**src/rtl/cluster_intc_pkg.sv**
```systemverilog
/*
 * cluster interconnect package
 * shared widths, request payloads for the TCDM banks and the
 * peripheral slaves, and the cluster peripheral window constants
 */

`default_nettype none

package cluster_intc_pkg;

  parameter int unsigned DATA_WIDTH      = 32;
  parameter int unsigned ADDR_WIDTH      = 32;
  parameter int unsigned BE_WIDTH        = DATA_WIDTH / 8;
  // 256 words per bank
  parameter int unsigned BANK_ADDR_WIDTH = 8;

  // peripheral window, one 1 KiB slot per slave
  parameter logic [ADDR_WIDTH-1:0] CLUSTER_PERIPH_BASE = 32'h1020_0000;
  parameter int unsigned           PE_ROUTING_LSB      = 10;

  // wen follows the usual bus encoding: 1 reads, 0 writes
  typedef struct packed {
    logic                       wen;
    logic [BANK_ADDR_WIDTH-1:0] add;
    logic [DATA_WIDTH-1:0]      wdata;
    logic [BE_WIDTH-1:0]        be;
  } tcdm_req_t;

  typedef struct packed {
    logic                  wen;
    logic [ADDR_WIDTH-1:0] add;
    logic [DATA_WIDTH-1:0] wdata;
    logic [BE_WIDTH-1:0]   be;
  } periph_req_t;

endpackage

`default_nettype wire

```
**src/rtl/rr_arbiter.sv**
```systemverilog
/*
 * round-robin arbiter
 * picks one of N requesters starting at a rotating priority pointer,
 * forwards the winner payload and passes the downstream grant back
 */

`timescale 1ns/1ps
`default_nettype none

module rr_arbiter #(
  parameter int unsigned N         = 4,
  parameter type         payload_t = logic,
  localparam int unsigned IDX_W    = (N > 1) ? $clog2(N) : 1
) (
  input  logic             clk_i,
  input  logic             reset_i,
  input  logic [N-1:0]     req_i,
  input  payload_t         data_i [N],
  output logic [N-1:0]     gnt_o,
  output logic             req_o,
  output payload_t         data_o,
  input  logic             gnt_i,
  output logic [IDX_W-1:0] idx_o
);

  logic [IDX_W-1:0] ptr_q;
  logic [IDX_W-1:0] win;
  logic             found;

  // first requester at or after the pointer
  always_comb begin : pick
    int unsigned pos;
    found = 1'b0;
    win   = '0;
    for (int unsigned k = 0; k < N; k++) begin
      pos = (int'(ptr_q) + k) % N;
      if (!found && req_i[pos]) begin
        found = 1'b1;
        win   = IDX_W'(pos);
      end
    end
  end

  assign req_o  = found;
  assign data_o = data_i[win];
  assign idx_o  = win;

  always_comb begin
    gnt_o = '0;
    if (found && gnt_i) begin
      gnt_o[win] = 1'b1;
    end
  end

  // move priority just past the winner after an accepted transfer
  always_ff @(posedge clk_i) begin
    if (reset_i) begin
      ptr_q <= '0;
    end else if (found && gnt_i) begin
      ptr_q <= (win == IDX_W'(N - 1)) ? '0 : win + 1'b1;
    end
  end

endmodule

`default_nettype wire

```
**src/rtl/tcdm_log_intc.sv**
```systemverilog
/*
 * logarithmic interconnect to the TCDM
 * word-interleaved bank decode, one round-robin arbiter per bank,
 * responses steered back one cycle after the grant
 */

`timescale 1ns/1ps
`default_nettype none

module tcdm_log_intc #(
  parameter int unsigned NB_CORES      = 4,
  parameter int unsigned NB_TCDM_BANKS = 8,
  localparam int unsigned CORE_W       = (NB_CORES > 1) ? $clog2(NB_CORES) : 1
) (
  input  logic                                  clk_i,
  input  logic                                  reset_i,
  input  logic [NB_CORES-1:0]                   core_tcdm_req_i,
  input  logic [cluster_intc_pkg::ADDR_WIDTH-1:0] core_tcdm_add_i [NB_CORES],
  input  logic [NB_CORES-1:0]                   core_tcdm_wen_i,
  input  logic [cluster_intc_pkg::DATA_WIDTH-1:0] core_tcdm_wdata_i [NB_CORES],
  input  logic [cluster_intc_pkg::BE_WIDTH-1:0]   core_tcdm_be_i [NB_CORES],
  output logic [NB_CORES-1:0]                   core_tcdm_gnt_o,
  output logic [NB_CORES-1:0]                   core_tcdm_r_valid_o,
  output logic [cluster_intc_pkg::DATA_WIDTH-1:0] core_tcdm_r_rdata_o [NB_CORES],
  output logic [NB_TCDM_BANKS-1:0]              bank_req_o,
  output cluster_intc_pkg::tcdm_req_t           bank_data_o [NB_TCDM_BANKS],
  input  logic [cluster_intc_pkg::DATA_WIDTH-1:0] bank_rdata_i [NB_TCDM_BANKS]
);

  import cluster_intc_pkg::*;

  localparam int unsigned SEL_W = $clog2(NB_TCDM_BANKS);

  tcdm_req_t           core_pld [NB_CORES];
  logic [SEL_W-1:0]    core_sel [NB_CORES];
  logic [NB_CORES-1:0] bank_core_req [NB_TCDM_BANKS];
  logic [NB_CORES-1:0] bank_core_gnt [NB_TCDM_BANKS];
  logic [CORE_W-1:0]   bank_win [NB_TCDM_BANKS];

  logic [NB_TCDM_BANKS-1:0] rvalid_q;
  logic [NB_TCDM_BANKS-1:0] rd_q;
  logic [CORE_W-1:0]        win_q [NB_TCDM_BANKS];

  //**************************************************
  // request side
  //**************************************************
  // bank index sits right above the byte offset
  always_comb begin
    for (int c = 0; c < NB_CORES; c++) begin
      core_sel[c]       = core_tcdm_add_i[c][2 +: SEL_W];
      core_pld[c].wen   = core_tcdm_wen_i[c];
      core_pld[c].add   = core_tcdm_add_i[c][2 + SEL_W +: BANK_ADDR_WIDTH];
      core_pld[c].wdata = core_tcdm_wdata_i[c];
      core_pld[c].be    = core_tcdm_be_i[c];
    end
    for (int b = 0; b < NB_TCDM_BANKS; b++) begin
      for (int c = 0; c < NB_CORES; c++) begin
        bank_core_req[b][c] = core_tcdm_req_i[c] && (core_sel[c] == SEL_W'(b));
      end
    end
  end

  for (genvar b = 0; b < NB_TCDM_BANKS; b++) begin : gen_bank
    // a bank never stalls
    rr_arbiter #(
      .N         (NB_CORES),
      .payload_t (tcdm_req_t)
    ) i_arb (
      .clk_i   (clk_i),
      .reset_i (reset_i),
      .req_i   (bank_core_req[b]),
      .data_i  (core_pld),
      .gnt_o   (bank_core_gnt[b]),
      .req_o   (bank_req_o[b]),
      .data_o  (bank_data_o[b]),
      .gnt_i   (1'b1),
      .idx_o   (bank_win[b])
    );
  end

  always_comb begin
    core_tcdm_gnt_o = '0;
    for (int b = 0; b < NB_TCDM_BANKS; b++) begin
      core_tcdm_gnt_o = core_tcdm_gnt_o | bank_core_gnt[b];
    end
  end

  //**************************************************
  // response side
  //**************************************************
  always_ff @(posedge clk_i) begin
    if (reset_i) begin
      rvalid_q <= '0;
      rd_q     <= '0;
      for (int b = 0; b < NB_TCDM_BANKS; b++) win_q[b] <= '0;
    end else begin
      rvalid_q <= bank_req_o;
      for (int b = 0; b < NB_TCDM_BANKS; b++) begin
        rd_q[b]  <= bank_data_o[b].wen;
        win_q[b] <= bank_win[b];
      end
    end
  end

  // writes return zero data
  always_comb begin
    core_tcdm_r_valid_o = '0;
    for (int c = 0; c < NB_CORES; c++) core_tcdm_r_rdata_o[c] = '0;
    for (int b = 0; b < NB_TCDM_BANKS; b++) begin
      if (rvalid_q[b]) begin
        core_tcdm_r_valid_o[win_q[b]] = 1'b1;
        if (rd_q[b]) core_tcdm_r_rdata_o[win_q[b]] = bank_rdata_i[b];
      end
    end
  end

endmodule

`default_nettype wire

```
**config.mk**
```make
export PLATFORM = sky130hd
export DESIGN_NAME = tcdm_log_intc
export DESIGN_NICKNAME = d
export VERILOG_FILES = /design/src/rtl/cluster_intc_pkg.sv /design/src/rtl/rr_arbiter.sv /design/src/rtl/tcdm_log_intc.sv
export SDC_FILE = /design/constraint.sdc
export NUM_CORES = 2
export LEC_CHECK = 0
export BUFFER_PORTS_ARGS = -buffer_cell sky130_fd_sc_hd__buf_2
export CAP_MARGIN = 20
export CELL_PAD_IN_SITES_DETAIL_PLACEMENT = 0
export CELL_PAD_IN_SITES_GLOBAL_PLACEMENT = 1
export CORE_AREA = 2 2 401 403
export CTS_CLUSTER_SIZE = 30
export DETAILED_ROUTE_END_ITERATION = 10
export DIE_AREA = 0 0 403 405
export PLACE_DENSITY = 0.48
export SLEW_MARGIN = 20
export SYNTH_ARGS = -nofsm -noshare
export SYNTH_HDL_FRONTEND = slang
export SYNTH_SLANG_ARGS = --single-unit
```
**constraint.sdc**
```tcl
create_clock -name clk_i -period 6.2 [get_ports clk_i]
set_input_delay 0.31 -clock clk_i [delete_from_list [all_inputs] [get_ports clk_i]]
set_output_delay 0.31 -clock clk_i [all_outputs]
set_load 0.02 [all_outputs]
```
==> flow_summary.ini <==
[route]
ant_nets = 0
drc_errors = 0
vias = 31260
via_per_inst = 5.01
wl_um = 182000
drt-pass1-iter-count = 6
wire_per_inst_um = 29.2
drt-initial-drc-count = 2928

[cells_and_area]
fin_cells = 6243
seq_area_um2 = 961
final_common_cell = mux2i_1
final_cell_mix = mux2i_1 (1081), buf_2 (957), nand2_1 (417)
drive_above_1_share = 0.265
area_growth_pct = 26.0
nFillCells = 18461
multiInputGateArea_um2 = 20900
fin_nets = 4650

[floorplanning]
die_w_um = 403
ios = 1042
die_h_um = 405
rows = 147
fp.dieArea_um2 = 163000
coreArea_um2 = 159000
start_util = 0.151

[run]
drv_cap = 0

[setup_path]
cpPeakStageDelay_ps = 540
arrival_ps = 3650
crit_type = input port to primary output
required_ps = 5890
crit_family = compound AO/OA/AOI/OAI gates
critPathBufInv = 3
path_common_cell = buf_2
cp-start-kind = input port
slowest_stage = clkinv_2
crit_fanout = 20
cp-end-kind = primary output
path_cells = buf_2 -> nand4bb_1 -> o221ai_1 -> a21o_1 -> clkinv_2 -> ha_1 -> a221oi_1 -> nand3_1 -> buf_2

[synthesis]
synth_area_um2 = 24100
synth-main-ff-cell = dfxtp_1
syn_inst = 3578
yosysWarningCount = 0
synth.distinct_cells = 59
syn_area_per_cell_um2 = 6.74
synth_area_leaders = mux2i_1 (45%), nand2_1 (6.5%), clkbuf_1 (5.6%), a21oi_1 (5.5%), o21ai_0 (5.4%)
synth_nets = 4148
synthArstFlopShare = 0
synth.ff_latch_count = 48
yosysTopAreaCellShare = 0.448
synth_largest_area_cell = mux2i_1
synth_edf_count = 0
seq_area_frac_synth = 0.0398

[timing]
drv_slew = 0
finalSetupTns_ps = 0
fin_crit_sh = 0.639
relSlewSlack = 0.197
hold_violations = 0
worst_slew_pin_slew_ps = 1200
period_needed_ps = 3960
rsz0062_at_grt = false
setup_violations = 0
timing.fmax_mhz = 252
finalClockSkew_ps = 6.09

[power]
cellPowerDensity_nw_per_um2 = 99.4
p_clk_frac = 0.107
switching_power_mw = 1.70
p_int_mw = 1.33
swShare = 0.561
ir_drop_mv = 0.102
p_leak_nw = 13.7
pwr-share-seq = 0.122
combPwrFrac = 0.771

[clock_network]
cts_setup_buffers = 0
cts_root_buffer = clkbuf_16
clkLatencyLatePin_ps = 290
cts_buffer_depth = 2
ctsHoldBuffers = 0
htree_levels = 2
cts_tree = done
cts_made_buffers = 5
clk_pin_slew_ps = 70
cts_sinks = 48
cts-resized-gates = 0

[place]
place_inst = 6159
portBuffers = 957
dp_hpwl_um = 138000
place_congestion = 0.957

[global_routing]
antenna_found_initial = 109
grt_pass1_wl_um = 247000
overflow = 0
grt_max_degree = 95
grt_usage = 0.209
grt_pass1_vias = 29627

[worst_hold_path]
min_path_type = input port to flip-flop

[outcome]
outcome = finished clean
==> power groups by stage <==
stage / clock [mW] / combinational (mW) / sequential (mW)
2_1_floorplan: 0 / 1.42 / 0.351
3_3_place_gp: 0 / 2.30 / 0.375
3_5_place_dp: 0 / 2.31 / 0.376
4_1_cts: 0.332 / 2.32 / 0.368
5_1_grt: 0.343 / 2.45 / 0.373
6_report: 0.325 / 2.33 / 0.369
==> metrics by stage <==
| stage | hold slack [ps] | util | setup slack, ps | power (mW) | cell area [µm²] |
|---|---|---|---|---|---|
| CTS | 508 | 0.190 | 2220 | 3.02 | 30200 |
| floorplan | 393 | - | 3470 | 1.77 | 24100 |
| finish | 510 | 0.191 | 2240 | 3.02 | 30400 |
| global route | 535 | 0.191 | 2110 | 3.17 | 30400 |
| detailed placement | 516 | 0.189 | 2220 | 2.68 | 30000 |
| global placement | 513 | 0.189 | 2270 | 2.67 | 30000 |
==> routing by layer <==
layer  part of all wire  track usage
met1               0.39        0.241
met2               0.48        0.356
met3              0.081       0.0550
met4              0.049        0.100
met5            0.00084            0
==> state kept, by name (all words and copies together), names as in the netlist <==
register	flops
gen_bank.i_arb.ptr_q	16
win_q	16
rd_q	8
rvalid_q	8
==> synth_stat cells, drive strengths merged (2+ instances only) <==
| cell type | number |
|---|---|
| mux2i | 1081 |
| nand2 | 417 |
| clkbuf | 360 |
| nor2 | 294 |
| o21ai | 270 |
| a21oi | 263 |
| buf | 170 |
| nand3 | 147 |
| o22ai | 138 |
| a31oi | 134 |
| dfxtp | 48 |
| inv | 38 |
| ha | 32 |
| nand4b | 20 |
| a211oi | 18 |
| nand4 | 16 |
| and4b | 14 |
| nand4bb | 12 |
| o221ai | 12 |
| a22oi | 10 |
| a21o | 7 |
| and4bb | 7 |
| and4 | 6 |
| a222oi | 4 |
| a22o | 4 |
| and2 | 4 |
| and3 | 4 |
| nand3b | 4 |
| nor3b | 4 |
| nor4bb | 4 |
| o32ai | 4 |
| a221oi | 3 |
| nor3 | 3 |
| nor4b | 3 |
| o21a | 3 |
| o2bb2ai | 3 |
| or4b | 3 |
| a2111oi | 2 |
| nand2b | 2 |
| o211a | 2 |
==> cell families (layout without fill, tap and decap cells) <==
family	count (synthesis)	count (layout)	synth area share
AND/OR/NAND/NOR	966	966	0.180
buffers and inverters	568	1071	0.107
multiplexers	1081	1081	0.448
AO/OA/AOI/OAI	883	883	0.208
other	0	76	0
flip-flops	48	48	0.0398
adder cells (fa/ha/maj)	32	32	0.0166
==> path summary, 6_finish.rpt <==
check	slack (ps)	endpoint	startpoint	cells after the start
setup / recovery	2240	core_tcdm_gnt_o[1]	core_tcdm_add_i[36]	9
setup reg to reg	3850	gen_bank[4].i_arb.ptr_q[0]	gen_bank[4].i_arb.ptr_q[1]	7
hold / removal	510	win_q[1][1]	reset_i	2
hold reg to reg	520	gen_bank[4].i_arb.ptr_q[1]	gen_bank[4].i_arb.ptr_q[1]	2
==> cell type report <==
type	count	area share
antenna	76	0.00625
multi-input combinational	2962	0.686
tap	2086	0.0858
sequential	48	0.0316
clock inverter	2	0.00128
clock buffer	6	0.00457
inverter	38	0.00564
timing repair buffer	1025	0.178
(Power assumes the default switching activity.)
