`src/rtl/cluster_intc_pkg.sv`:
```
/*
 * cluster interconnect package
 * shared widths, request payloads for the TCDM banks and the
 * peripheral slaves, and the cluster peripheral window constants
 */

`default_nettype none

package cluster_intc_pkg;

  parameter int unsigned DATA_WIDTH      = 32;
  parameter int unsigned ADDR_WIDTH      = 32;
  parameter int unsigned BE_WIDTH        = DATA_WIDTH / 8;
  // 256 words per bank
  parameter int unsigned BANK_ADDR_WIDTH = 8;

  // peripheral window, one 1 KiB slot per slave
  parameter logic [ADDR_WIDTH-1:0] CLUSTER_PERIPH_BASE = 32'h1020_0000;
  parameter int unsigned           PE_ROUTING_LSB      = 10;

  // wen follows the usual bus encoding: 1 reads, 0 writes
  typedef struct packed {
    logic                       wen;
    logic [BANK_ADDR_WIDTH-1:0] add;
    logic [DATA_WIDTH-1:0]      wdata;
    logic [BE_WIDTH-1:0]        be;
  } tcdm_req_t;

  typedef struct packed {
    logic                  wen;
    logic [ADDR_WIDTH-1:0] add;
    logic [DATA_WIDTH-1:0] wdata;
    logic [BE_WIDTH-1:0]   be;
  } periph_req_t;

endpackage

`default_nettype wire

```
`src/rtl/rr_arbiter.sv`:
```
/*
 * round-robin arbiter
 * picks one of N requesters starting at a rotating priority pointer,
 * forwards the winner payload and passes the downstream grant back
 */

`timescale 1ns/1ps
`default_nettype none

module rr_arbiter #(
  parameter int unsigned N         = 4,
  parameter type         payload_t = logic,
  localparam int unsigned IDX_W    = (N > 1) ? $clog2(N) : 1
) (
  input  logic             clk_i,
  input  logic             reset_i,
  input  logic [N-1:0]     req_i,
  input  payload_t         data_i [N],
  output logic [N-1:0]     gnt_o,
  output logic             req_o,
  output payload_t         data_o,
  input  logic             gnt_i,
  output logic [IDX_W-1:0] idx_o
);

  logic [IDX_W-1:0] ptr_q;
  logic [IDX_W-1:0] win;
  logic             found;

  // first requester at or after the pointer
  always_comb begin : pick
    int unsigned pos;
    found = 1'b0;
    win   = '0;
    for (int unsigned k = 0; k < N; k++) begin
      pos = (int'(ptr_q) + k) % N;
      if (!found && req_i[pos]) begin
        found = 1'b1;
        win   = IDX_W'(pos);
      end
    end
  end

  assign req_o  = found;
  assign data_o = data_i[win];
  assign idx_o  = win;

  always_comb begin
    gnt_o = '0;
    if (found && gnt_i) begin
      gnt_o[win] = 1'b1;
    end
  end

  // move priority just past the winner after an accepted transfer
  always_ff @(posedge clk_i) begin
    if (reset_i) begin
      ptr_q <= '0;
    end else if (found && gnt_i) begin
      ptr_q <= (win == IDX_W'(N - 1)) ? '0 : win + 1'b1;
    end
  end

endmodule

`default_nettype wire

```
`src/rtl/periph_xbar.sv`:
```
/*
 * peripheral crossbar
 * decodes the cluster peripheral window, arbitrates per slave,
 * routes responses back by id and answers stray addresses with an error
 */

`timescale 1ns/1ps
`default_nettype none

module periph_xbar #(
  parameter int unsigned NB_CORES    = 4,
  parameter int unsigned NB_SPERIPHS = 4,
  localparam int unsigned CORE_W     = (NB_CORES > 1) ? $clog2(NB_CORES) : 1
) (
  input  logic                                  clk_i,
  input  logic                                  reset_i,
  input  logic [NB_CORES-1:0]                   core_periph_req_i,
  input  logic [cluster_intc_pkg::ADDR_WIDTH-1:0] core_periph_add_i [NB_CORES],
  input  logic [NB_CORES-1:0]                   core_periph_wen_i,
  input  logic [cluster_intc_pkg::DATA_WIDTH-1:0] core_periph_wdata_i [NB_CORES],
  input  logic [cluster_intc_pkg::BE_WIDTH-1:0]   core_periph_be_i [NB_CORES],
  output logic [NB_CORES-1:0]                   core_periph_gnt_o,
  output logic [NB_CORES-1:0]                   core_periph_r_valid_o,
  output logic [NB_CORES-1:0]                   core_periph_r_opc_o,
  output logic [cluster_intc_pkg::DATA_WIDTH-1:0] core_periph_r_rdata_o [NB_CORES],
  output logic [NB_SPERIPHS-1:0]                speriph_req_o,
  output logic [cluster_intc_pkg::ADDR_WIDTH-1:0] speriph_add_o [NB_SPERIPHS],
  output logic [NB_SPERIPHS-1:0]                speriph_wen_o,
  output logic [cluster_intc_pkg::DATA_WIDTH-1:0] speriph_wdata_o [NB_SPERIPHS],
  output logic [cluster_intc_pkg::BE_WIDTH-1:0]   speriph_be_o [NB_SPERIPHS],
  output logic [CORE_W-1:0]                     speriph_id_o [NB_SPERIPHS],
  input  logic [NB_SPERIPHS-1:0]                speriph_gnt_i,
  input  logic [NB_SPERIPHS-1:0]                speriph_r_valid_i,
  input  logic [CORE_W-1:0]                     speriph_r_id_i [NB_SPERIPHS],
  input  logic [cluster_intc_pkg::DATA_WIDTH-1:0] speriph_r_rdata_i [NB_SPERIPHS]
);

  import cluster_intc_pkg::*;

  localparam int unsigned SLV_W = (NB_SPERIPHS > 1) ? $clog2(NB_SPERIPHS) : 1;
  localparam logic [ADDR_WIDTH-1:0] WIN_END =
    CLUSTER_PERIPH_BASE + (ADDR_WIDTH'(NB_SPERIPHS) << PE_ROUTING_LSB);

  periph_req_t         core_pld [NB_CORES];
  logic [NB_CORES-1:0] in_win;
  logic [SLV_W-1:0]    core_sel [NB_CORES];
  logic [NB_CORES-1:0] slv_core_req [NB_SPERIPHS];
  logic [NB_CORES-1:0] slv_core_gnt [NB_SPERIPHS];
  logic [NB_CORES-1:0] err_q;

  // window and slot decode per core
  always_comb begin
    for (int c = 0; c < NB_CORES; c++) begin
      in_win[c] = (core_periph_add_i[c] >= CLUSTER_PERIPH_BASE) &&
                  (core_periph_add_i[c] < WIN_END);
      core_sel[c]       = core_periph_add_i[c][PE_ROUTING_LSB +: SLV_W];
      core_pld[c].wen   = core_periph_wen_i[c];
      core_pld[c].add   = core_periph_add_i[c];
      core_pld[c].wdata = core_periph_wdata_i[c];
      core_pld[c].be    = core_periph_be_i[c];
    end
    for (int s = 0; s < NB_SPERIPHS; s++) begin
      for (int c = 0; c < NB_CORES; c++) begin
        slv_core_req[s][c] = core_periph_req_i[c] && in_win[c] &&
                             (core_sel[c] == SLV_W'(s));
      end
    end
  end

  for (genvar s = 0; s < NB_SPERIPHS; s++) begin : gen_slv
    periph_req_t slv_pld;

    rr_arbiter #(
      .N         (NB_CORES),
      .payload_t (periph_req_t)
    ) i_arb (
      .clk_i   (clk_i),
      .reset_i (reset_i),
      .req_i   (slv_core_req[s]),
      .data_i  (core_pld),
      .gnt_o   (slv_core_gnt[s]),
      .req_o   (speriph_req_o[s]),
      .data_o  (slv_pld),
      .gnt_i   (speriph_gnt_i[s]),
      .idx_o   (speriph_id_o[s])
    );

    assign speriph_add_o[s]   = slv_pld.add;
    assign speriph_wen_o[s]   = slv_pld.wen;
    assign speriph_wdata_o[s] = slv_pld.wdata;
    assign speriph_be_o[s]    = slv_pld.be;
  end

  // stray addresses are accepted at once
  always_comb begin
    core_periph_gnt_o = core_periph_req_i & ~in_win;
    for (int s = 0; s < NB_SPERIPHS; s++) begin
      core_periph_gnt_o = core_periph_gnt_o | slv_core_gnt[s];
    end
  end

  always_ff @(posedge clk_i) begin
    if (reset_i) begin
      err_q <= '0;
    end else begin
      err_q <= core_periph_req_i & ~in_win;
    end
  end

  // responses go back by id, error data stays zero
  always_comb begin
    core_periph_r_valid_o = err_q;
    core_periph_r_opc_o   = err_q;
    for (int c = 0; c < NB_CORES; c++) core_periph_r_rdata_o[c] = '0;
    for (int s = 0; s < NB_SPERIPHS; s++) begin
      if (speriph_r_valid_i[s]) begin
        core_periph_r_valid_o[speriph_r_id_i[s]] = 1'b1;
        core_periph_r_rdata_o[speriph_r_id_i[s]] = speriph_r_rdata_i[s];
      end
    end
  end

endmodule

`default_nettype wire

```
`config.mk`:
```
export PLATFORM = sky130hd
export DESIGN_NAME = periph_xbar
export DESIGN_NICKNAME = d
export VERILOG_FILES = /design/src/rtl/cluster_intc_pkg.sv /design/src/rtl/rr_arbiter.sv /design/src/rtl/periph_xbar.sv
export SDC_FILE = /design/constraint.sdc
export NUM_CORES = 1
export LEC_CHECK = 0
export ABC_AREA = 1
export BUFFER_PORTS_ARGS = -buffer_cell sky130_fd_sc_hd__buf_2
export CAP_MARGIN = 20
export CORE_AREA = 2 2 329 331
export DETAILED_ROUTE_END_ITERATION = 7
export DIE_AREA = 0 0 331 333
export HOLD_SLACK_MARGIN = 0.05
export PLACE_DENSITY_LB_ADDON = 0.15
export SLEW_MARGIN = 20
export SYNTH_ARGS = -nofsm -noshare
export SYNTH_HDL_FRONTEND = slang
export SYNTH_SLANG_ARGS = --single-unit
```
`constraint.sdc`:
```
create_clock -name clk_i -period 3.05 [get_ports clk_i]
set_clock_uncertainty 0.05 [all_clocks]
set_input_delay 0.1525 -clock clk_i [delete_from_list [all_inputs] [get_ports clk_i]]
set_output_delay 0.1525 -clock clk_i [all_outputs]
set_load 0.05 [all_outputs]
```
==> results by group, run 1 <==
Finish
  – Final nets: 4591
  – Area growth, synth to finish: 73.95%
  – Filler cells: 12320
  – Non-Filler Instances: 5572
  – Share of cells above drive strength 1: 36.39%
  – Finished Core Util: 25.49%

Setup path
  – CP Max Fanout: 8
  – RR Endpoint: gen_slv[0].i_arb.ptr_q[1]
  – Worst Reg-to-Reg Cells: 12
  – Critical path's largest stage delay: 190 ps
  – Nature of the critical path endpoint: output pin
  – Reg2reg start: gen_slv[0].i_arb.ptr_q[1]
  – Crit. Startpoint: core_periph_add_i[50]
  – Critical path type: primary input to output pin
  – Reg2reg setup slack: 670 ps
  – CP max stage cell: nand3b_1
  – Critical path launch point type: primary input
  – Critical Path, Cell by Cell: buf_2, nor2_2, nand2_2, nand3b_1, nor2_4, buf_6, nand4_1, nand2_2, nand2_2, nand2_2, nor2_4, buf_4, nand3_4, nand3_4, buf_12, buf_12, buf_12, nand2_1, nand3_1, nand2_4, buf_12
  – Worst Path Required: 2850 ps
  – Arrival @ worst endpoint: 2730 ps

Floorplanning
  – Core area: 106600 sq um
  – Starting Density: 14.66%
  – Die height: 333 um
  – Die area: 110200 sq um
  – Row count: 120
  – Die X: 331 um
  – Boundary pin count: roughly 850

Synth
  – Largest area contributor in the netlist: nand2_1
  – Yosys cell types: 44
  – Asr flop ratio synth: 0%
  – Mean post-synth cell area: 4.845 sq um
  – Post-synthesis register bit count: 12
  – EDFF count, synth: 0
  – Seq/Total Area, Yosys: 1.538%
  – Ys flop type: dfxtp_1
  – Post-Syn Nets: about 3700
  – Area of the mapped netlist: 15620 sq um
  – Synth top area share: 23.62%
  – Synth Instances: 3225
  – Synth area leaders: nand2_1 24%, nand3_1 23%, nand4_1 9.9%, inv_1 8.4%, a221oi_1 5.4%
  – Yosys warns: 0

CTS
  – Clock buffer depth: 2
  – CTS Buf Count: 3
  – CTS Sinks: 12
  – Clock latency on the worst-skew pair: 250 ps
  – CTS tree: yes
  – # hold bufs at CTS: 0
  – CTS Root Cell: clkbuf_16
  – CTS H-tree lvls: 1
  – Clk slew on worst S/H paths: 50 ps

Pwr
  – Maximum VDD drop: 0.001468 V
  – PwrDens: 1488 nW/um^2
  – Leakage: 14.51 nW

Route
  – Final ANT Viol Nets: 0
  – Vias per cell: 5.021
  – Wirelength per Cell: 24.48 um
  – Via count: 27980
  – Drt pass-1 iters: 5
  – Residual DRC: 0
  – DRT iter0 DRCs: roughly 2800
  – Final WL: around 140000 um

Global routing
  – Initial antenna violation count: 49
  – Largest net degree at the start of global routing: 57
  – Vias in the first global route: 25800
  – Global Route Usage Sum: 21.59%
  – Grt ovf: 0
  – First-pass GRT wire length: 181200 um

Place
  – RePlAce Congestion: 0.9216
  – Hpwl dp: 101700 um
  – Post-placement cell count: between 5000 and 6000
  – PortBufs: ~850

STA
  – Least-Margin Pin Slew: 774.9 ps
  – Fin. max-slew vios: 0
  – RSZ-0062 raised after global routing: yes
  – Min cycle time layout: 2937 ps
  – Achievable clock frequency: between 0.3 and 0.4 GHz
  – Fin. Hold Viols: 0
  – Rel. slew slack: 48.22%
  – Setup violators final: 0
  – Final period utilization: 96.28%

Hold path
  – Hold crit path type: primary input to register
  – Critical hold path startpoint: reset_i
  – Hold depth: 2
  – Hold Path End: core_periph_r_opc_o[2]

Outcome
  – Status: complete, no violations

Flow run
  – Max-cap viol count: 0
[Yosys cell counts (2+ instances only)]
cell / instances
a21oi_1: 11
a21oi_2: 3
a221oi_1: 96
buf_1: 8
buf_2: 129
buf_4: 24
buf_6: 13
clkbuf_1: 128
clkinv_1: 2
dfxtp_1: 12
ha_1: 16
inv_1: 350
inv_2: 24
nand2_1: 983
nand2_2: 9
nand2_4: 2
nand3_1: 713
nand3_2: 8
nand3b_1: 7
nand4_1: 248
nor2_1: 159
nor2_2: 9
nor2_4: 5
nor3_1: 28
nor3_4: 2
o211ai_1: 34
o21a_1: 2
o21ai_0: 78
o21ai_1: 11
o22ai_1: 96
or2_0: 2
[worst max-delay path by stage]
stage / to / slack (ps) / cells past startpoint
2_1_floorplan: speriph_add_o[118] / 10 / 12
3_3_place_gp: speriph_add_o[36] / -260 / 18
3_5_place_dp: speriph_add_o[36] / -260 / 18
4_1_cts: speriph_wdata_o[0] / 0.8 / 21
5_1_grt: speriph_add_o[99] / -60 / 21
6_report: speriph_add_o[2] / 110 / 21
[area by class of cell]
| cell class | count | area, sq um | area share (%) |
|---|---|---|---|
| multi-input combinational | 2536 | 13470 | 49.58 |
| timing repair buffer | 1220 | 10150 | 37.34 |
| tap | 1403 | 1755 | 6.459 |
| inverter | 376 | 1424 | 5.239 |
| sequential | 12 | 246.5 | 0.9070 |
| clock buffer | 3 | 75.07 | 0.2762 |
| antenna | 22 | 55.05 | 0.2026 |
[worst max-delay path, delay by kind of cell]
family                 cells  cell delay, ps
and+or+nand+nor           14            1570
buffers and inverters      7             950
[flip-flops by register name (all words and copies together), names as in the netlist]
register             cells
core_periph_r_opc_o      4
gen_slv.i_arb.ptr_q      8
[where the power goes]
group          total (W)  switching (W)  internal [W]
Combinational     0.0399         0.0267        0.0132
Sequential      0.000256      0.0000639      0.000192
Clock           0.000260      0.0000869      0.000173
Total             0.0404         0.0269        0.0136
[per-stage QoR]
step / total power, W / cell area, sq um / setup WS (ps) / TNS [ps] / hold WS, ps
2_1_floorplan: 0.02203 / 15630 / 13.21 / 0 / 174.9
6_report: 0.04044 / 27180 / 113.4 / 0 / 214.4
3_5_place_dp: 0.03577 / 24160 / -262.6 / -16440 / 482.3
5_1_grt: 0.04211 / 27160 / -63.30 / -2648 / 227.6
3_3_place_gp: 0.03587 / 24160 / -257.3 / -15940 / 464.3
4_1_cts: 0.03639 / 24460 / 0.7687 / 0 / 214.6
[layer usage]
layer  share of wire (%)  vias to the layer above  track usage [%]
met5                0.10                        -                0
met4                 4.3                       20            6.910
met3                 7.9                      294            3.250
met2                  49                     1550            38.31
met1                  39                    13250            26.37
li1                    -                    12870                -
[layout by cell type (no fill, tap or decap), drive strengths merged, types with 34 or more instances in the layout]
master	n
o22ai	96
nand3	722
inv	374
nand4	248
nand2	996
o211ai	34
a221oi	96
o21ai	91
nor2	173
clkbuf	87
buf	1136
[cells by family after synthesis]
group,count (synthesis),synth area share [%]
compound gates,335,14.59
xor+xnor,4,0.3204
fa+ha+maj,16,1.281
buf+inv,679,18.56
flops,12,1.538
simple gates,2179,63.71
[what timing repair did]
item | CTS | global route
gates resized for setup | 68 | 555
buffers inserted | 3 | 21
setup endpoints to repair | 230 | 282
pin swaps | 4 | 97
endpoints found under the hold margin | 0 | 0
gates cloned | 0 | 37
No activity file was read; power rests on OpenSTA's default activity.
==> run 2: changes to the inputs <==
--- a/config.mk
+++ b/config.mk
@@ -13,6 +13,7 @@
 export DIE_AREA = 0 0 331 333
 export HOLD_SLACK_MARGIN = 0.05
 export PLACE_DENSITY_LB_ADDON = 0.15
+export RECOVER_POWER = 100
 export SLEW_MARGIN = 20
 export SYNTH_ARGS = -nofsm -noshare
 export SYNTH_HDL_FRONTEND = slang
==> constraint.sdc (replaced) <==
create_clock -name clk_i -period 3.6 [get_ports clk_i]
set_clock_uncertainty 0.05 [all_clocks]
set_input_delay 0.18 -clock clk_i [delete_from_list [all_inputs] [get_ports clk_i]]
set_output_delay 0.18 -clock clk_i [all_outputs]
set_load 0.05 [all_outputs]
==> results by group, run 2 (same netlist as run 1, synthesis figures left out) <==
Floorplanning
  – Die height: between 300 and 400 um
  – Boundary pin count: 854
  – Row count: between 100 and 150
  – Starting Density: 14.66%
  – Core area: between 100000 and 150000 sq um
  – Die area: 110200 sq um
  – Die X: 331 um

Route
  – Final WL: 125200 um
  – Routed wl met2: 60210 um
  – Via count: 26560
  – Routed length on met1: about 50000 um
  – Drt pass-1 iters: 6
  – Met3 wire len: roughly 10000 um
  – Final ANT Viol Nets: 0
  – Vias per cell: between 4 and 5
  – Residual DRC: 0
  – Wirelength per Cell: roughly 24 um
  – Max Used Layer: met5
  – DRT iter0 DRCs: 2680

Hold path
  – Hold crit path type: primary input to register

Pwr
  – PwrDens: 1253 nW/um^2
  – Maximum VDD drop: 0.001038 V
  – Leakage: 11.81 nW

Setup path
  – Critical Path, Cell by Cell: clkbuf_1, nand3_1, inv_1, clkbuf_1, a221oi_1, o22ai_1, clkbuf_2
  – Critical path type: primary input to output pin
  – Cell family with most CP delay: buffers and inverters
  – CP max stage cell: clkbuf_1
  – Worst Path Buf+Inv: 4
  – CP Max Fanout: 16
  – Reg2reg start: gen_slv[3].i_arb.ptr_q[0]
  – Worst Path Required: approximately 3400 ps
  – Worst Reg-to-Reg Cells: 11
  – RR Endpoint: gen_slv[3].i_arb.ptr_q[1]
  – Crit. Startpoint: speriph_r_valid_i[1]
  – Setup crit end: core_periph_r_rdata_o[94]
  – Reg2reg setup slack: about 800 ps
  – Critical path depth: 7
  – Critical path launch point type: primary input
  – Critical path's largest stage delay: 920 ps
  – Nature of the critical path endpoint: output pin
  – Most frequent CP cell: clkbuf_1
  – Arrival @ worst endpoint: 3330 ps

STA
  – Final period utilization: 99.01%
  – Setup violators final: 0
  – Achievable clock frequency: 0.2806 GHz
  – Fin. Hold Viols: 0
  – Fin. max-slew vios: 0
  – Setup TNS: 0 ps
  – Rel. slew slack: 5.393%
  – RSZ-0062 raised after global routing: no
  – Least-Margin Pin Slew: 1416 ps
  – Min cycle time layout: between 3000 and 4000 ps

CTS
  – # hold bufs at CTS: 0
  – Clk slew on worst S/H paths: 50 ps
  – CTS Sinks: 12
  – Clock latency on the worst-skew pair: 260 ps
  – CTS H-tree lvls: 1
  – CTS Root Cell: clkbuf_16
  – CTS Buf Count: 3
  – CTS tree: yes
  – Clock buffer depth: 2

Finish
  – Final nets: between 4000 and 5000
  – Post-route cell area: 21680 sq um
  – Commonest non-fill, non-tap cell in the layout: nand2_1
  – Largest register FFs: 8
  – Commonest cells after routing, fill and taps aside: 981 x nand2_1, 710 x nand3_1, 489 x buf_2
  – Share of cells above drive strength 1: 24.02%
  – Largest Register: gen_slv.i_arb.ptr_q
  – Area growth, synth to finish: 38.79%

Global routing
  – Initial antenna violation count: between 50 and 60
  – Vias in the first global route: 24560
  – Grt ovf: 0
  – Largest net degree at the start of global routing: between 100 and 150
  – Global Route Usage Sum: 21.12%
  – First-pass GRT wire length: 176700 um

Place
  – Hpwl dp: 95500 um
  – Post-Place Cell Area: 21820 sq um
  – PortBufs: between 800 and 900
  – RePlAce Congestion: 0.9126

Outcome
  – Status: complete, no violations

Flow run
  – Max-cap viol count: 0
## run 2: cell count changes in the layout (fill, tap and decap cells not counted), sizes merged
cell      previous run  this run
nand2              996       994
clkinv               2         1
diode               22        24
buf               1136       597
clkinvlp             0         1
clkbuf              87       382
## run 2: worst min-delay path by stage
stage,from,to,cells after the start
after floorplan,reset_i,core_periph_r_opc_o[0],1
after global placement,reset_i,core_periph_r_opc_o[1],2
after detailed placement,reset_i,core_periph_r_opc_o[2],2
after CTS,reset_i,core_periph_r_opc_o[2],2
after global routing,reset_i,core_periph_r_opc_o[3],2
final,reset_i,core_periph_r_opc_o[2],2
## run 2: through the flow
step | hold slack [ps] | setup WS [ps] | std cells | total power [W] | util, %
finish | 211.8 | 35.80 | 5328 | 0.02717 | 20.34
detailed placement | 474.7 | 255.5 | 5298 | 0.02702 | 20.47
CTS | 216.8 | 196.3 | 5302 | 0.02735 | 20.55
global placement | 479.5 | 262.5 | 5298 | 0.02714 | 20.47
global route | 232.2 | 2.893 | 5321 | 0.02857 | 20.33
floorplan | 202.4 | 329.4 | 3225 | 0.01866 | -
## run 2: worst register-to-register path, stage by stage (launching register included)
cell and delay (ps):
dfxtp_1 510, xnor2_2 210, inv_1 180, nand2_1 170, nand2_1 110, nor2_4 220, nand4_1 340, nand2_1 240
inv_1 100, ha_1 310, o21ai_0 160, a21oi_1 60
## run 2: layout make-up
| class | instances | area, sq um |
|---|---|---|
| fillers | 12800 | 84920 |
| clock buffers | 4 | 88.84 |
| well taps | 1403 | 1755 |
| diodes | 24 | 60.06 |
| multi-input cells | 2534 | 12640 |
| repair buffers | 975 | 5485 |
| flip-flops and latches | 12 | 242.7 |
| inverters | 376 | 1415 |
## run 2: repair_timing
action,4_1_cts,5_1_grt
gates resized for setup,0,5
buffers inserted,0,2
endpoints found under the setup margin,0,9
## run 2: power by group
part / switching (W) / total [W] / internal [W] / leakage, nW
clock network: 0.0000865 / 0.000256 / 0.000170 / 0.0443
logic: 0.0210 / 0.0267 / 0.00574 / 11.7
registers: 0.0000596 / 0.000220 / 0.000160 / 0.0997
## run 2: layer usage
layer / track usage, % / up-vias
met4: 5.865 / 18
met1: 26.44 / 12540
li1: - / 12340
met3: 3.417 / 228
met2: 36.94 / 1432
met5: 0 / -
==> run 3: changes to the inputs <==
--- a/config.mk
+++ b/config.mk
@@ -8,13 +8,14 @@
 export ABC_AREA = 1
 export BUFFER_PORTS_ARGS = -buffer_cell sky130_fd_sc_hd__buf_2
 export CAP_MARGIN = 20
-export CORE_AREA = 2 2 329 331
+export CORE_AREA = 2 2 337 339
 export DETAILED_ROUTE_END_ITERATION = 7
-export DIE_AREA = 0 0 331 333
+export DIE_AREA = 0 0 339 341
 export HOLD_SLACK_MARGIN = 0.05
 export PLACE_DENSITY_LB_ADDON = 0.15
 export RECOVER_POWER = 100
 export SLEW_MARGIN = 20
 export SYNTH_ARGS = -nofsm -noshare
 export SYNTH_HDL_FRONTEND = slang
+export SYNTH_HIERARCHICAL = 1
 export SYNTH_SLANG_ARGS = --single-unit
==> results by group, run 3 <==
Hold path
  – Hold crit path type: primary input to register
  – Hold Path End: core_periph_r_opc_o[2]
  – Critical hold path startpoint: reset_i
  – Hold depth: 2

Floorplanning
  – Row count: 123
  – Die area: 115600 sq um
  – Die X: 339 um
  – Starting Density: 17.76%
  – Core area: 111900 sq um
  – Boundary pin count: 854
  – Die height: 341 um

Setup path
  – Cell family with most CP delay: simple AND/OR/NAND/NOR gates
  – Most frequent CP cell: nand2_1
  – Critical path's largest stage delay: 290 ps
  – Reg2reg setup slack: 1340 ps
  – Arrival @ worst endpoint: roughly 3200 ps
  – RR Endpoint: gen_slv[3].i_arb/ptr_q[1]
  – Nature of the critical path endpoint: output pin
  – CP Max Fanout: 32
  – Worst Path Buf+Inv: 7
  – Reg2reg start: gen_slv[3].i_arb/ptr_q[0]
  – Critical path type: primary input to output pin
  – CP max stage cell: buf_2
  – Worst Reg-to-Reg Cells: 12
  – Critical Path, Cell by Cell: buf_2, inv_1, nand2_1, nor2_2, nand2_1, nor2_2, nand4_1, buf_4, nor2_4, inv_2, nand2_1, nand3_2, nand2_4, nor2_1, nor2_2, nand2_8, nand2_8, buf_8, buf_12, nand2_1, nand2_1, nand2_1, nand2_1, buf_2
  – Worst Path Required: 3370 ps
  – Critical path launch point type: primary input

Route
  – Wirelength per Cell: 22.76 um
  – Drt pass-1 iters: 6
  – Residual DRC: 0
  – Final WL: ~150000 um
  – Via count: 32370
  – Vias per cell: 4.757
  – Final ANT Viol Nets: 0
  – DRT iter0 DRCs: 3017

Place
  – RePlAce Congestion: 0.9436
  – PortBufs: 853
  – Hpwl dp: around 110000 um

Synth
  – Most frequent cell after synthesis: nand2_1
  – Top cells by count, synth: 1822 x nand2_1, 921 x nand3_1, 764 x inv_1
  – Synth top area share: around a third
  – Area of the mapped netlist: 19870 sq um
  – Seq/Total Area, Yosys: under 10%
  – Ys flop type: dfxtp_1
  – Mean post-synth cell area: 4.392 sq um
  – EDFF count, synth: 0
  – Synth Instances: 4525
  – Asr flop ratio synth: 0%
  – Yosys cell types: 30
  – Largest area contributor in the netlist: nand2_1
  – Post-synthesis register bit count: 12
  – Post-Syn Nets: 4955
  – Yosys warns: 6
  – Synth area leaders: nand2_1 34%, nand3_1 23%, inv_1 14%, buf_2 5.6%, o21ai_0 5.1%

Finish
  – Area growth, synth to finish: 46.46%
  – Finished Core Util: 26.01%
  – Filler cells: 13240
  – Final nets: 5713
  – Largest register FFs: 8
  – Share of cells above drive strength 1: 22.84%
  – Footprint of the multi-input gates: 15250 sq um
  – Register area: 240.2 sq um
  – Commonest cells after routing, fill and taps aside: 1809 x nand2_1, 916 x nand3_1, 762 x inv_1
  – Largest Register: gen_slv.i_arb/ptr_q
  – Commonest non-fill, non-tap cell in the layout: nand2_1

CTS
  – Clock latency on the worst-skew pair: 250 ps
  – # hold bufs at CTS: 0
  – Clock buffer depth: 2
  – CTS H-tree lvls: 1
  – CTS Buf Count: 3
  – CTS tree: yes
  – CTS Sinks: 12
  – CTS Root Cell: clkbuf_16
  – Clk slew on worst S/H paths: 50 ps

Pwr
  – PwrDens: between 100 and 150 nW/um^2
  – Maximum VDD drop: ~0.00011 V
  – Total Power: 0.003755 W
  – Leakage: 17.99 nW

STA
  – Min cycle time layout: 3459 ps
  – Final period utilization: between 90% and 100%
  – Fin. Hold Viols: 0
  – Least-Margin Pin Slew: between 700 and 800 ps
  – Setup violators final: 0
  – Rel. slew slack: 48.59%
  – RSZ-0062 raised after global routing: yes
  – Achievable clock frequency: 0.2891 GHz
  – Fin. max-slew vios: 0
  – Hold WS: 214.5 ps

Global routing
  – Global Route Usage Sum: 23.95%
  – Largest net degree at the start of global routing: 85
  – Vias in the first global route: 29450
  – First-pass GRT wire length: between 200000 and 250000 um
  – Initial antenna violation count: 51
  – Grt ovf: 0

Flow run
  – Max-cap viol count: 0

Outcome
  – Status: complete, no violations
-- run 3: cell types whose count changed after synthesis, moves of 33 or more --
| cell | before | now |
|---|---|---|
| nand2_1 | 983 | 1822 |
| buf_2 | 129 | 223 |
| o21ai_1 | 11 | 59 |
| nand3_1 | 713 | 921 |
| inv_1 | 350 | 764 |
| a21oi_1 | 11 | 173 |
| o211ai_1 | 34 | 1 |
| nand4_1 | 248 | 9 |
| o22ai_1 | 96 | 0 |
| o21ai_0 | 78 | 203 |
| clkbuf_1 | 128 | 38 |
| a221oi_1 | 96 | 0 |
-- run 3: where the power goes --
group	switching, W	internal, W
Combinational	0.00246	0.000942
Clock	0.0000718	0.000146
Sequential	0.00000419	0.000135
-- run 3: what timing repair did --
action                     in CTS  in global routing
setup buffers                   1                  7
gates resized for setup        22                148
setup endpoints to repair     250                225
cloned                          0                 18
pin swaps                       4                 40
-- run 3: stage by stage --
step | setup slack, ps | instance area (sq um) | TNS (ps) | instances
after floorplan | 776.0 | 19870 | 0 | 4525
after global placement | -319.8 | 27890 | -32720 | 6755
after detailed placement | -350.5 | 27890 | -26320 | 6755
after CTS | 10.58 | 28040 | 0 | 6759
after global routing | -44.59 | 29100 | -109.2 | 6802
final | 141.0 | 29110 | 0 | 6805
-- run 3: logic make-up (layout without fill, tap and decap cells) --
logic type                 after synthesis  after routing  share of synthesized area [%]
adders and majority gates                4              4                         0.2519
buffers and inverters                 1113           1869                          24.01
DFF                                     12             12                          1.209
and+or+nand+nor                       2958           2958                          63.45
other                                    0             24                              0
AOI/OAI and AO/OA                      438            438                          11.08
-- run 3: worst max-delay path by stage --
stage	from	to	slack, ps	cells past startpoint
4_1_cts	core_periph_add_i[15]	core_periph_gnt_o[3]	10	24
3_3_place_gp	core_periph_add_i[76]	core_periph_gnt_o[3]	-320	24
5_1_grt	core_periph_add_i[87]	core_periph_gnt_o[3]	-40	26
3_5_place_dp	core_periph_add_i[78]	core_periph_gnt_o[3]	-350	24
2_1_floorplan	core_periph_add_i[27]	core_periph_gnt_o[3]	780	23
6_report	core_periph_add_i[90]	speriph_wdata_o[12]	140	24
-- run 3: layout make-up --
| class | instances | share of cell area (%) |
|---|---|---|
| Clock buffer | 3 | 0.2579 |
| Multi-Input combinational cell | 3400 | 52.40 |
| Tap cell | 1500 | 6.448 |
| Inverter | 783 | 10.12 |
| Timing Repair Buffer | 1083 | 29.75 |
| Antenna cell | 24 | 0.2063 |
| Sequential cell | 12 | 0.8254 |
-- run 3: metal layers --
metal	wire, um	GRT usage (%)	part of all wire (%)
met5	163	0	0.11
met4	6091	7.824	3.9
met3	12380	4.000	8.0
met2	73970	41.76	48
met1	62250	29.78	40
